File: src/iir_pkg.sv
package iir_pkg;

	// filter input and output samples, two's complement
	typedef logic signed [7:0] sample_t;

	// one filter coefficient as loaded by the host
	typedef logic signed [15:0] coef_t;

	// feedback history value, taken from acc bits 26..11
	typedef logic signed [15:0] ystate_t;

	// accumulator, every sum wraps at this width
	typedef logic signed [26:0] acc_t;

	// coefficient slot during a load
	// 0 = a1, 1 = a2, 2 = b0, 3 = b1, 4 = b2
	typedef logic [2:0] coef_idx_t;

	// coefficients per load
	localparam int NUM_COEFS = 5;

	// slot numbers in load order
	localparam coef_idx_t IDX_A1 = 3'd0;
	localparam coef_idx_t IDX_A2 = 3'd1;
	localparam coef_idx_t IDX_B0 = 3'd2;
	localparam coef_idx_t IDX_B1 = 3'd3;
	localparam coef_idx_t IDX_B2 = 3'd4;

endpackage

File: src/iir_step_if.sv
`timescale 1ns/1ns

// single-cycle step strobes from the sequencer to the datapath
interface iir_step_if;

	// zero x1, x2, y1 and y2 at session start
	logic clear_history;
	// x0 from the captured input sample
	logic take_sample;
	// shifted a1/a2 feedback sum
	logic sum_feedback;
	// b0/b1/b2 feedforward sum
	logic sum_feedforward;
	// acc from the two partial sums
	logic form_result;
	// output register, history shift, y1 from acc
	logic commit;

	modport seq (
		output clear_history,
		output take_sample,
		output sum_feedback,
		output sum_feedforward,
		output form_result,
		output commit
	);

	modport dp (
		input clear_history,
		input take_sample,
		input sum_feedback,
		input sum_feedforward,
		input form_result,
		input commit
	);

endinterface

File: src/iir_coef_bank.sv
`timescale 1ns/1ns

module iir_coef_bank import iir_pkg::*; (
	input  logic      clk,
	input  logic      reset,
	input  logic      coef_we,
	input  coef_idx_t coef_idx,
	input  coef_t     coef,
	output coef_t     a1,
	output coef_t     a2,
	output coef_t     b0,
	output coef_t     b1,
	output coef_t     b2
);

	// each slot is written once per load and then held for the session
	always_ff @(posedge clk or posedge reset)
	begin
		if (reset)
		begin
			a1 <= '0;
			a2 <= '0;
			b0 <= '0;
			b1 <= '0;
			b2 <= '0;
		end
		else if (coef_we)
		begin
			case (coef_idx)
				IDX_A1: a1 <= coef;
				IDX_A2: a2 <= coef;
				IDX_B0: b0 <= coef;
				IDX_B1: b1 <= coef;
				IDX_B2: b2 <= coef;
				default: ;
			endcase
		end
	end

	// the sequencer only walks the five defined slots
	a_idx_range: assert property (
		@(posedge clk) disable iff (reset)
		coef_we |-> (int'(coef_idx) < NUM_COEFS)
	);

endmodule

File: src/iir_counters.sv
`timescale 1ns/1ns

module iir_counters #(
	parameter int SAMPLE_COUNT  = 8,
	parameter int OUT_CREDITS   = 2,
	parameter int SETTLE_CYCLES = 4
) (
	input  logic clk,
	input  logic reset,
	input  logic settle_start,
	input  logic sample_done,
	input  logic session_start,
	input  logic out_credit,
	input  logic out_credit_use,
	output logic settle_zero,
	output logic budget_zero,
	output logic out_credit_avail
);

	localparam int SETTLE_W = $clog2(SETTLE_CYCLES + 1);
	localparam int BUDGET_W = $clog2(SAMPLE_COUNT + 1);
	localparam int CREDIT_W = $clog2(OUT_CREDITS + 1);

	logic [SETTLE_W-1:0] settle_cnt;
	logic [BUDGET_W-1:0] budget_cnt;
	logic [CREDIT_W-1:0] credit_cnt;

	// the settle state itself spends the last count, so load one less
	always_ff @(posedge clk or posedge reset)
	begin
		if (reset)
			settle_cnt <= '0;
		else if (settle_start)
			settle_cnt <= SETTLE_W'(SETTLE_CYCLES - 1);
		else if (settle_cnt != '0)
			settle_cnt <= settle_cnt - 1'b1;
	end

	// samples left in this session, spent when a sample is taken in
	always_ff @(posedge clk or posedge reset)
	begin
		if (reset)
			budget_cnt <= '0;
		else if (session_start)
			budget_cnt <= BUDGET_W'(SAMPLE_COUNT);
		else if (sample_done && (budget_cnt != '0))
			budget_cnt <= budget_cnt - 1'b1;
	end

	// output credits, a grant and a use in one cycle cancel out
	always_ff @(posedge clk or posedge reset)
	begin
		if (reset)
			credit_cnt <= '0;
		else
		begin
			case ({out_credit, out_credit_use})
				2'b10:
				begin
					if (credit_cnt != CREDIT_W'(OUT_CREDITS))
						credit_cnt <= credit_cnt + 1'b1;
				end
				2'b01: credit_cnt <= credit_cnt - 1'b1;
				default: credit_cnt <= credit_cnt;
			endcase
		end
	end

	assign settle_zero      = (settle_cnt == '0);
	assign budget_zero      = (budget_cnt == '0);
	assign out_credit_avail = (credit_cnt != '0);

	a_credit_max: assert property (
		@(posedge clk) disable iff (reset)
		credit_cnt <= CREDIT_W'(OUT_CREDITS)
	);

endmodule

File: src/iir_datapath.sv
`timescale 1ns/1ns

module iir_datapath import iir_pkg::*; (
	input  logic      clk,
	input  logic      reset,
	input  sample_t   in_data,
	input  coef_t     a1,
	input  coef_t     a2,
	input  coef_t     b0,
	input  coef_t     b1,
	input  coef_t     b2,
	iir_step_if.dp    step,
	output sample_t   out_data
);

	sample_t in_hold;
	sample_t x0;
	sample_t x1;
	sample_t x2;
	ystate_t y1;
	ystate_t y2;
	acc_t    fb_q;
	acc_t    ff_q;
	acc_t    acc;
	sample_t out_q;
	logic    acc_ready;

	// feedback products are kept at full width so the shift sees every bit
	logic signed [32:0] fb_sum;
	logic signed [32:0] fb_shift;
	acc_t               ff_sum;

	assign fb_sum   = a1 * y1 + a2 * y2;
	assign fb_shift = fb_sum >>> 3;
	// samples widen to the accumulator before the multiply, sum wraps at 27 bits
	assign ff_sum   = b0 * x0 + b1 * x1 + b2 * x2;

	// in_data is only valid in the in_valid cycle, take_sample comes one later
	always_ff @(posedge clk or posedge reset)
	begin
		if (reset)
			in_hold <= '0;
		else
			in_hold <= in_data;
	end

	always_ff @(posedge clk or posedge reset)
	begin
		if (reset)
		begin
			x0    <= '0;
			x1    <= '0;
			x2    <= '0;
			y1    <= '0;
			y2    <= '0;
			fb_q  <= '0;
			ff_q  <= '0;
			acc   <= '0;
			out_q <= '0;
		end
		else
		begin
			if (step.clear_history)
			begin
				x1 <= '0;
				x2 <= '0;
				y1 <= '0;
				y2 <= '0;
			end
			if (step.take_sample)
				x0 <= in_hold;
			if (step.sum_feedback)
				fb_q <= acc_t'(fb_shift);
			if (step.sum_feedforward)
				ff_q <= ff_sum;
			if (step.form_result)
				acc <= fb_q + ff_q;
			if (step.commit)
			begin
				out_q <= acc[26:19];
				x1    <= x0;
				x2    <= x1;
				y1    <= acc[26:11];
				y2    <= y1;
			end
		end
	end

	// result goes out during commit, then the register holds it
	assign out_data = step.commit ? sample_t'(acc[26:19]) : out_q;

	// acc holds a finished result that has not been committed yet
	always_ff @(posedge clk or posedge reset)
	begin
		if (reset)
			acc_ready <= 1'b0;
		else if (step.form_result)
			acc_ready <= 1'b1;
		else if (step.take_sample || step.commit)
			acc_ready <= 1'b0;
	end

	a_commit_order: assert property (
		@(posedge clk) disable iff (reset)
		step.commit |-> acc_ready
	);

endmodule

File: src/iir_sequencer.sv
`timescale 1ns/1ns

module iir_sequencer import iir_pkg::*; (
	input  logic      clk,
	input  logic      reset,
	input  logic      coef_load,
	input  logic      in_valid,
	input  logic      out_credit_avail,
	input  logic      settle_zero,
	input  logic      budget_zero,
	output logic      in_credit,
	output logic      out_valid,
	output logic      done,
	output logic      coef_we,
	output coef_idx_t coef_idx,
	output logic      settle_start,
	output logic      sample_done,
	output logic      session_start,
	output logic      out_credit_use,
	iir_step_if.seq   step
);

	typedef enum logic [3:0] {
		s_idle,
		s_load,
		s_grant,
		s_wait_sample,
		s_take,
		s_feedback,
		s_feedforward,
		s_result,
		s_settle,
		s_wait_out,
		s_finish
	} state_t;

	state_t    state;
	state_t    next_state;
	coef_idx_t load_idx;
	logic      load_accept;

	// a load may start whenever no sample is in flight
	assign load_accept = coef_load &&
		((state == s_idle) || (state == s_grant) || (state == s_wait_sample));

	always_comb
	begin
		next_state = state;
		case (state)
			s_idle: next_state = s_idle;
			s_load:
			begin
				if (load_idx == coef_idx_t'(NUM_COEFS - 1))
					next_state = s_grant;
			end
			// the producer may answer in the same cycle as the credit
			s_grant: next_state = in_valid ? s_take : s_wait_sample;
			s_wait_sample:
			begin
				if (in_valid)
					next_state = s_take;
			end
			s_take:        next_state = s_feedback;
			s_feedback:    next_state = s_feedforward;
			s_feedforward: next_state = s_result;
			s_result:      next_state = s_settle;
			s_settle:
			begin
				if (settle_zero)
					next_state = s_wait_out;
			end
			s_wait_out:
			begin
				if (out_credit_avail)
					next_state = budget_zero ? s_finish : s_grant;
			end
			s_finish: next_state = s_idle;
			default:  next_state = s_idle;
		endcase
		if (load_accept)
			next_state = s_load;
	end

	always_ff @(posedge clk or posedge reset)
	begin
		if (reset)
			state <= s_idle;
		else
			state <= next_state;
	end

	// slot 0 goes with coef_load, the rest follow while in s_load
	always_ff @(posedge clk or posedge reset)
	begin
		if (reset)
			load_idx <= '0;
		else if (load_accept)
			load_idx <= coef_idx_t'(1);
		else if (state == s_load)
			load_idx <= load_idx + 1'b1;
	end

	assign coef_we  = load_accept || (state == s_load);
	assign coef_idx = (state == s_load) ? load_idx : IDX_A1;

	assign in_credit      = (state == s_grant);
	assign out_valid      = (state == s_wait_out) && out_credit_avail;
	assign done           = (state == s_finish);
	assign out_credit_use = out_valid;
	assign session_start  = load_accept;
	assign settle_start   = (state == s_result);
	// budget counts samples taken in, so it is settled well before the output
	assign sample_done    = (state == s_take);

	assign step.clear_history   = load_accept;
	assign step.take_sample     = (state == s_take);
	assign step.sum_feedback    = (state == s_feedback);
	assign step.sum_feedforward = (state == s_feedforward);
	assign step.form_result     = (state == s_result);
	assign step.commit          = out_valid;

	a_state_legal: assert property (
		@(posedge clk) disable iff (reset)
		state inside {s_idle, s_load, s_grant, s_wait_sample, s_take, s_feedback,
			s_feedforward, s_result, s_settle, s_wait_out, s_finish}
	);

	// an output is only sent against a credit held in the counters
	a_out_credit: assert property (
		@(posedge clk) disable iff (reset)
		out_valid |-> out_credit_avail
	);

endmodule

File: src/iir_top.sv
`timescale 1ns/1ns

module iir_top import iir_pkg::*; #(
	parameter int SAMPLE_COUNT  = 8,
	parameter int OUT_CREDITS   = 2,
	parameter int SETTLE_CYCLES = 4
) (
	input  logic    clk,
	input  logic    reset,
	input  logic    coef_load,
	input  coef_t   coef,
	input  logic    in_valid,
	input  sample_t in_data,
	input  logic    out_credit,
	output logic    in_credit,
	output logic    out_valid,
	output sample_t out_data,
	output logic    done
);

	iir_step_if step_bus ();

	logic      coef_we;
	coef_idx_t coef_idx;
	logic      settle_start;
	logic      sample_done;
	logic      session_start;
	logic      out_credit_use;
	logic      settle_zero;
	logic      budget_zero;
	logic      out_credit_avail;
	coef_t     a1;
	coef_t     a2;
	coef_t     b0;
	coef_t     b1;
	coef_t     b2;

	iir_sequencer u_sequencer (
		.clk              (clk),
		.reset            (reset),
		.coef_load        (coef_load),
		.in_valid         (in_valid),
		.out_credit_avail (out_credit_avail),
		.settle_zero      (settle_zero),
		.budget_zero      (budget_zero),
		.in_credit        (in_credit),
		.out_valid        (out_valid),
		.done             (done),
		.coef_we          (coef_we),
		.coef_idx         (coef_idx),
		.settle_start     (settle_start),
		.sample_done      (sample_done),
		.session_start    (session_start),
		.out_credit_use   (out_credit_use),
		.step             (step_bus.seq)
	);

	iir_counters #(
		.SAMPLE_COUNT  (SAMPLE_COUNT),
		.OUT_CREDITS   (OUT_CREDITS),
		.SETTLE_CYCLES (SETTLE_CYCLES)
	) u_counters (
		.clk              (clk),
		.reset            (reset),
		.settle_start     (settle_start),
		.sample_done      (sample_done),
		.session_start    (session_start),
		.out_credit       (out_credit),
		.out_credit_use   (out_credit_use),
		.settle_zero      (settle_zero),
		.budget_zero      (budget_zero),
		.out_credit_avail (out_credit_avail)
	);

	iir_coef_bank u_coef_bank (
		.clk      (clk),
		.reset    (reset),
		.coef_we  (coef_we),
		.coef_idx (coef_idx),
		.coef     (coef),
		.a1       (a1),
		.a2       (a2),
		.b0       (b0),
		.b1       (b1),
		.b2       (b2)
	);

	iir_datapath u_datapath (
		.clk      (clk),
		.reset    (reset),
		.in_data  (in_data),
		.a1       (a1),
		.a2       (a2),
		.b0       (b0),
		.b1       (b1),
		.b2       (b2),
		.step     (step_bus.dp),
		.out_data (out_data)
	);

endmodule

File: config.mk
export PLATFORM = sky130hd
export DESIGN_NAME = iir_top
export DESIGN_NICKNAME = d
export VERILOG_FILES = /design/src/iir_pkg.sv /design/src/iir_step_if.sv /design/src/iir_coef_bank.sv /design/src/iir_counters.sv /design/src/iir_datapath.sv /design/src/iir_sequencer.sv /design/src/iir_top.sv
export SDC_FILE = /design/constraint.sdc
export NUM_CORES = 2
export LEC_CHECK = 0
export BUFFER_PORTS_ARGS = -buffer_cell sky130_fd_sc_hd__buf_2
export CORE_MARGIN = 1
export CORE_UTILIZATION = 50
export CTS_CLUSTER_SIZE = 30
export DETAILED_ROUTE_END_ITERATION = 6
export PLACE_DENSITY_LB_ADDON = 0.2
export SETUP_SLACK_MARGIN = 0.02
export SLEW_MARGIN = 0
export SYNTH_ARGS = -nofsm -noshare
export SYNTH_HDL_FRONTEND = slang
export SYNTH_SLANG_ARGS = --single-unit
File: constraint.sdc
create_clock -name clk -period 7.8 [get_ports clk]
set_input_delay 1.17 -clock clk [delete_from_list [all_inputs] [get_ports clk]]
set_output_delay 1.17 -clock clk [all_outputs]
set_load 0.05 [all_outputs]
==> results_dict.tcl <==
set metrics [dict create \
    wl_per_cell_um 18.9 \
    power_density_nw_per_um2 296 \
    setup_slack_ns 0.289 \
    antenna_found_initial 11 \
    critPathTopFamily "adder cells" \
    endpoint_kind "register" \
    drc_errors 0 \
    syn_nets 5793 \
    cp.required_ns 8.24 \
    crit_path_frequent_cell "fa_1" \
    cp-startpoint "u_coef_bank.a2[10]" \
    ys_ff_latch 238 \
    dp.cells 5729 \
    p_int_uw 6590 \
    grt_max_degree 138 \
    worst-setup-path-type "reg2reg" \
    worstMarginPinSlew_ns 1.19 \
    finalSetupTns_ns 0 \
    use_met2_pct 41.6 \
    clock_sinks 238 \
    grt_overflow 0 \
    wl_um 110000 \
    vias 29900 \
    die_h_um 297 \
    grt_busiest_layer "met2" \
    clkPwrFrac_pct 13.2 \
    layout-drive-gt1-share_pct 8.28 \
    syn_area_um2 43500 \
    post_cts_buffers 0 \
    start_util_pct 50.8 \
    relSlewSlack_pct 20.1 \
    p_leak_uw 0.0244 \
    maxSlewViolCount 0 \
    die_w_um 297 \
    critPathBufInv 6 \
    stdcell_count 5802 \
    fin_crit_sh_pct 96.3 \
    cpMaxStageDelayCell "fa_1" \
    fin_skew_ns 0.0234 \
    yosysSeqAreaShare_pct 13.7 \
    max-vdd-ir-drop_uv 536 \
    maxCapViolCount 0 \
    hold_path_class "reg2reg" \
    syn_inst 4561 \
    seqPwrFrac_pct 16.8 \
    status "complete, no violations" \
    p_sw_share_pct 52.6 \
    synth-async-reset-ratio_pct 100 \
    hold_buffers 0 \
    core_region_area_um2 85700 \
    finalSetupViolCount 0 \
    h-tree-depth 2 \
    ant_nets 0 \
    critPathLaunchType "register" \
    gp_congestion 0.887 \
    synthToLayoutAreaGrowth_pct 8.01 \
    num_rows 107 \
    grt_util_met1_pct 36.2 \
    pre_cts_ws_ns -0.0778 \
    grt_pass1_vias 32100 \
    rsz0062_at_grt "true" \
    multi_input_comb_area_um2 32900 \
    avgViaCountPerCell 5.16 \
    max_freq_mhz 133 \
    period_minus_slack_ns 7.51 \
    io_pins 40 \
    clock_tree.root_cell "clkbuf_16" \
    io_buffers 39 \
    n_fill_cell 7773 \
    slowest_delay_ns 0.57 \
    power_switching_uw 7310 \
    dp_hpwl_um 89300 \
    cts_tree "done" \
    grtUsageMet3_pct 5.43 \
    avgSynthCellArea_um2 9.54 \
    clk_pin_slew_ns 0.07 \
    cts_buffer_depth 3 \
    grt_pass1_wl_um 180000 \
    cp.arrival_ns 7.95 \
    yosysWarnings 0 \
    numCtsBuffers 36 \
    ys.flop_type "dfrtp_1" \
    dieArea_um2 88200 \
    clkLatencyLatePin_ns 0.58 \
    layout.nets 5855 \
    hold_viol 0 \
    combPwrFrac_pct 70.0 \
    fin_util_pct 54.9 \
    yosysUniqueCellTypes 64 \
    regToRegStartpoint "u_coef_bank.a2[10]" \
    grt_use_total_pct 26.3 \
    drtIter0Drc 1733 \
    synth-edff-count 0 \
    hp-start "u_datapath.in_hold[6]" \
    seqCellArea_um2 5980 \
    crit_fanout 12 \
    firstDrtPassIters 5 \
]
## cell usage after synthesis (all sizes together), types with 6 or more instances
cell type  count  area share [%]
nand3         26            0.30
dfrtp        238              14
xor2          60             1.2
a31oi          8            0.11
a22o          52             1.0
or2            8            0.11
or3           10            0.14
nand2b        40            0.57
inv         1146             9.9
clkbuf       133             1.1
fa           875              40
ha           328             9.4
mux2         102             2.6
a21oi         92             1.1
nand2        461             4.0
nor3          17            0.20
nor2          95            0.82
and2         466             6.7
nor2b         24            0.34
o21ai        114             1.3
o31ai         10            0.17
o21bai        17            0.29
xnor2        112             2.3
a211oi         6            0.10
a21o          31            0.53
nand4          7            0.10
o21a          14            0.24
nor4           8            0.14
and3           7            0.10
## worst register-to-register path, stage by stage, from the launching register on
cell and delay (ns):
dfrtp_1 0.46, buf_4 0.23, and2_1 0.18, fa_1 0.49
inv_1 0.06, fa_1 0.52, inv_1 0.05, fa_1 0.48
fa_1 0.54, fa_1 0.57, fa_1 0.45, fa_1 0.51
inv_1 0.06, fa_1 0.47, inv_1 0.04, ha_1 0.31
nand3_1 0.12, or2_2 0.36, nor4_4 0.38, nor3_1 0.11
buf_4 0.16, nor3_2 0.21, nor2_1 0.08, a21oi_2 0.18
a31oi_1 0.12, xnor2_1 0.15, o21ai_0 0.09
## state kept, by name (all words and copies together) (netlist names), 16 cells and up
register         count
u_datapath.fb_q     27
u_datapath.ff_q     27
u_coef_bank.a1      16
u_coef_bank.a2      16
u_coef_bank.b0      16
u_coef_bank.b1      16
u_coef_bank.b2      16
u_datapath.acc      16
u_datapath.y1       16
u_datapath.y2       16
## power groups by stage
stage	Clock [uW]	Sequential [uW]	Combinational, uW
finish	1840	2340	9730
global route	1920	2410	11000
CTS	1880	2310	9710
detailed placement	0	2330	9650
global placement	0	2330	9540
floorplan	0	1920	7180
## metrics by stage
step	hold slack, ns	power, uW	cell area [um2]
after floorplan	0.426	9100	43500
after global placement	0.457	11900	45600
after detailed placement	0.460	12000	45600
after CTS	0.473	13900	46900
after global routing	0.494	15300	47000
final	0.473	13900	47000
## routing by layer
metal | part of all wire, % | vias to the layer above
li1 | - | 13700
met1 | 44 | 15300
met2 | 46 | 750
met3 | 7.0 | 162
met4 | 3.2 | 6
met5 | 0.035 | -
## cell families (layout without fill, tap and decap cells)
logic type	Yosys count	count (layout)	synth area share [%]
AND/OR/NAND/NOR	1177	1177	13.7
XOR/XNOR	172	172	3.46
AO/OA/AOI/OAI	383	383	5.77
multiplexers	104	104	2.68
flip-flops	238	238	13.7
buffers and inverters	1284	1373	11.1
other	0	8	0
adder cells (fa/ha/maj)	1203	1203	49.7
## final cells by class
class                           instances  share of cell area [%]
Clock inverter                         23                   0.660
Inverter                             1147                    9.17
Sequential cell                       238                    12.7
Multi-Input combinational cell       3039                    69.9
Clock buffer                           42                    2.07
Timing Repair Buffer                  161                    2.39
Antenna cell                            8                  0.0426
Tap cell                             1144                    3.04
## worst paths after layout
kind | depth (start not counted) | endpoint | slack (ns)
worst min-delay path | 1 | u_datapath.x0[6] | 0.47
min in group asynchronous | 2 | u_datapath.y2[14] | 0.74
max in group asynchronous | 3 | u_datapath.x2[0] | 5.58
worst max-delay path | 26 | u_datapath.fb_q[26] | 0.29
worst min register to register | 1 | u_datapath.x0[6] | 0.47
worst max register to register | 26 | u_datapath.fb_q[26] | 0.29
## cell usage in the layout, fill, tap and decap left out, types with 7 or more instances in the layout
| master | n |
|---|---|
| diode_2 | 8 |
| inv_1 | 1145 |
| or2_2 | 8 |
| dfrtp_1 | 219 |
| a21oi_1 | 84 |
| nor2b_1 | 24 |
| a21o_1 | 31 |
| a21oi_2 | 8 |
| clkbuf_16 | 37 |
| nand4_1 | 7 |
| o21ai_0 | 102 |
| o21bai_1 | 17 |
| ha_1 | 328 |
| buf_4 | 121 |
| nand2_1 | 461 |
| nor2_1 | 93 |
| xor2_1 | 60 |
| xnor2_1 | 111 |
| fa_1 | 875 |
| a22o_1 | 52 |
| o31ai_1 | 10 |
| nand3_1 | 26 |
| and3_1 | 7 |
| nand2b_1 | 40 |
| and2_1 | 466 |
| a31oi_1 | 7 |
| or3_1 | 9 |
| nor3_1 | 15 |
| dfrtp_2 | 19 |
| o21a_1 | 14 |
| buf_2 | 39 |
| o21ai_1 | 11 |
| mux2_2 | 102 |
## what timing repair did
item,CTS,global route
resized for setup,2,29
pin swaps,0,2
setup endpoints to repair,2,12
cloned,0,0
Power figures use the tool's default switching activity.
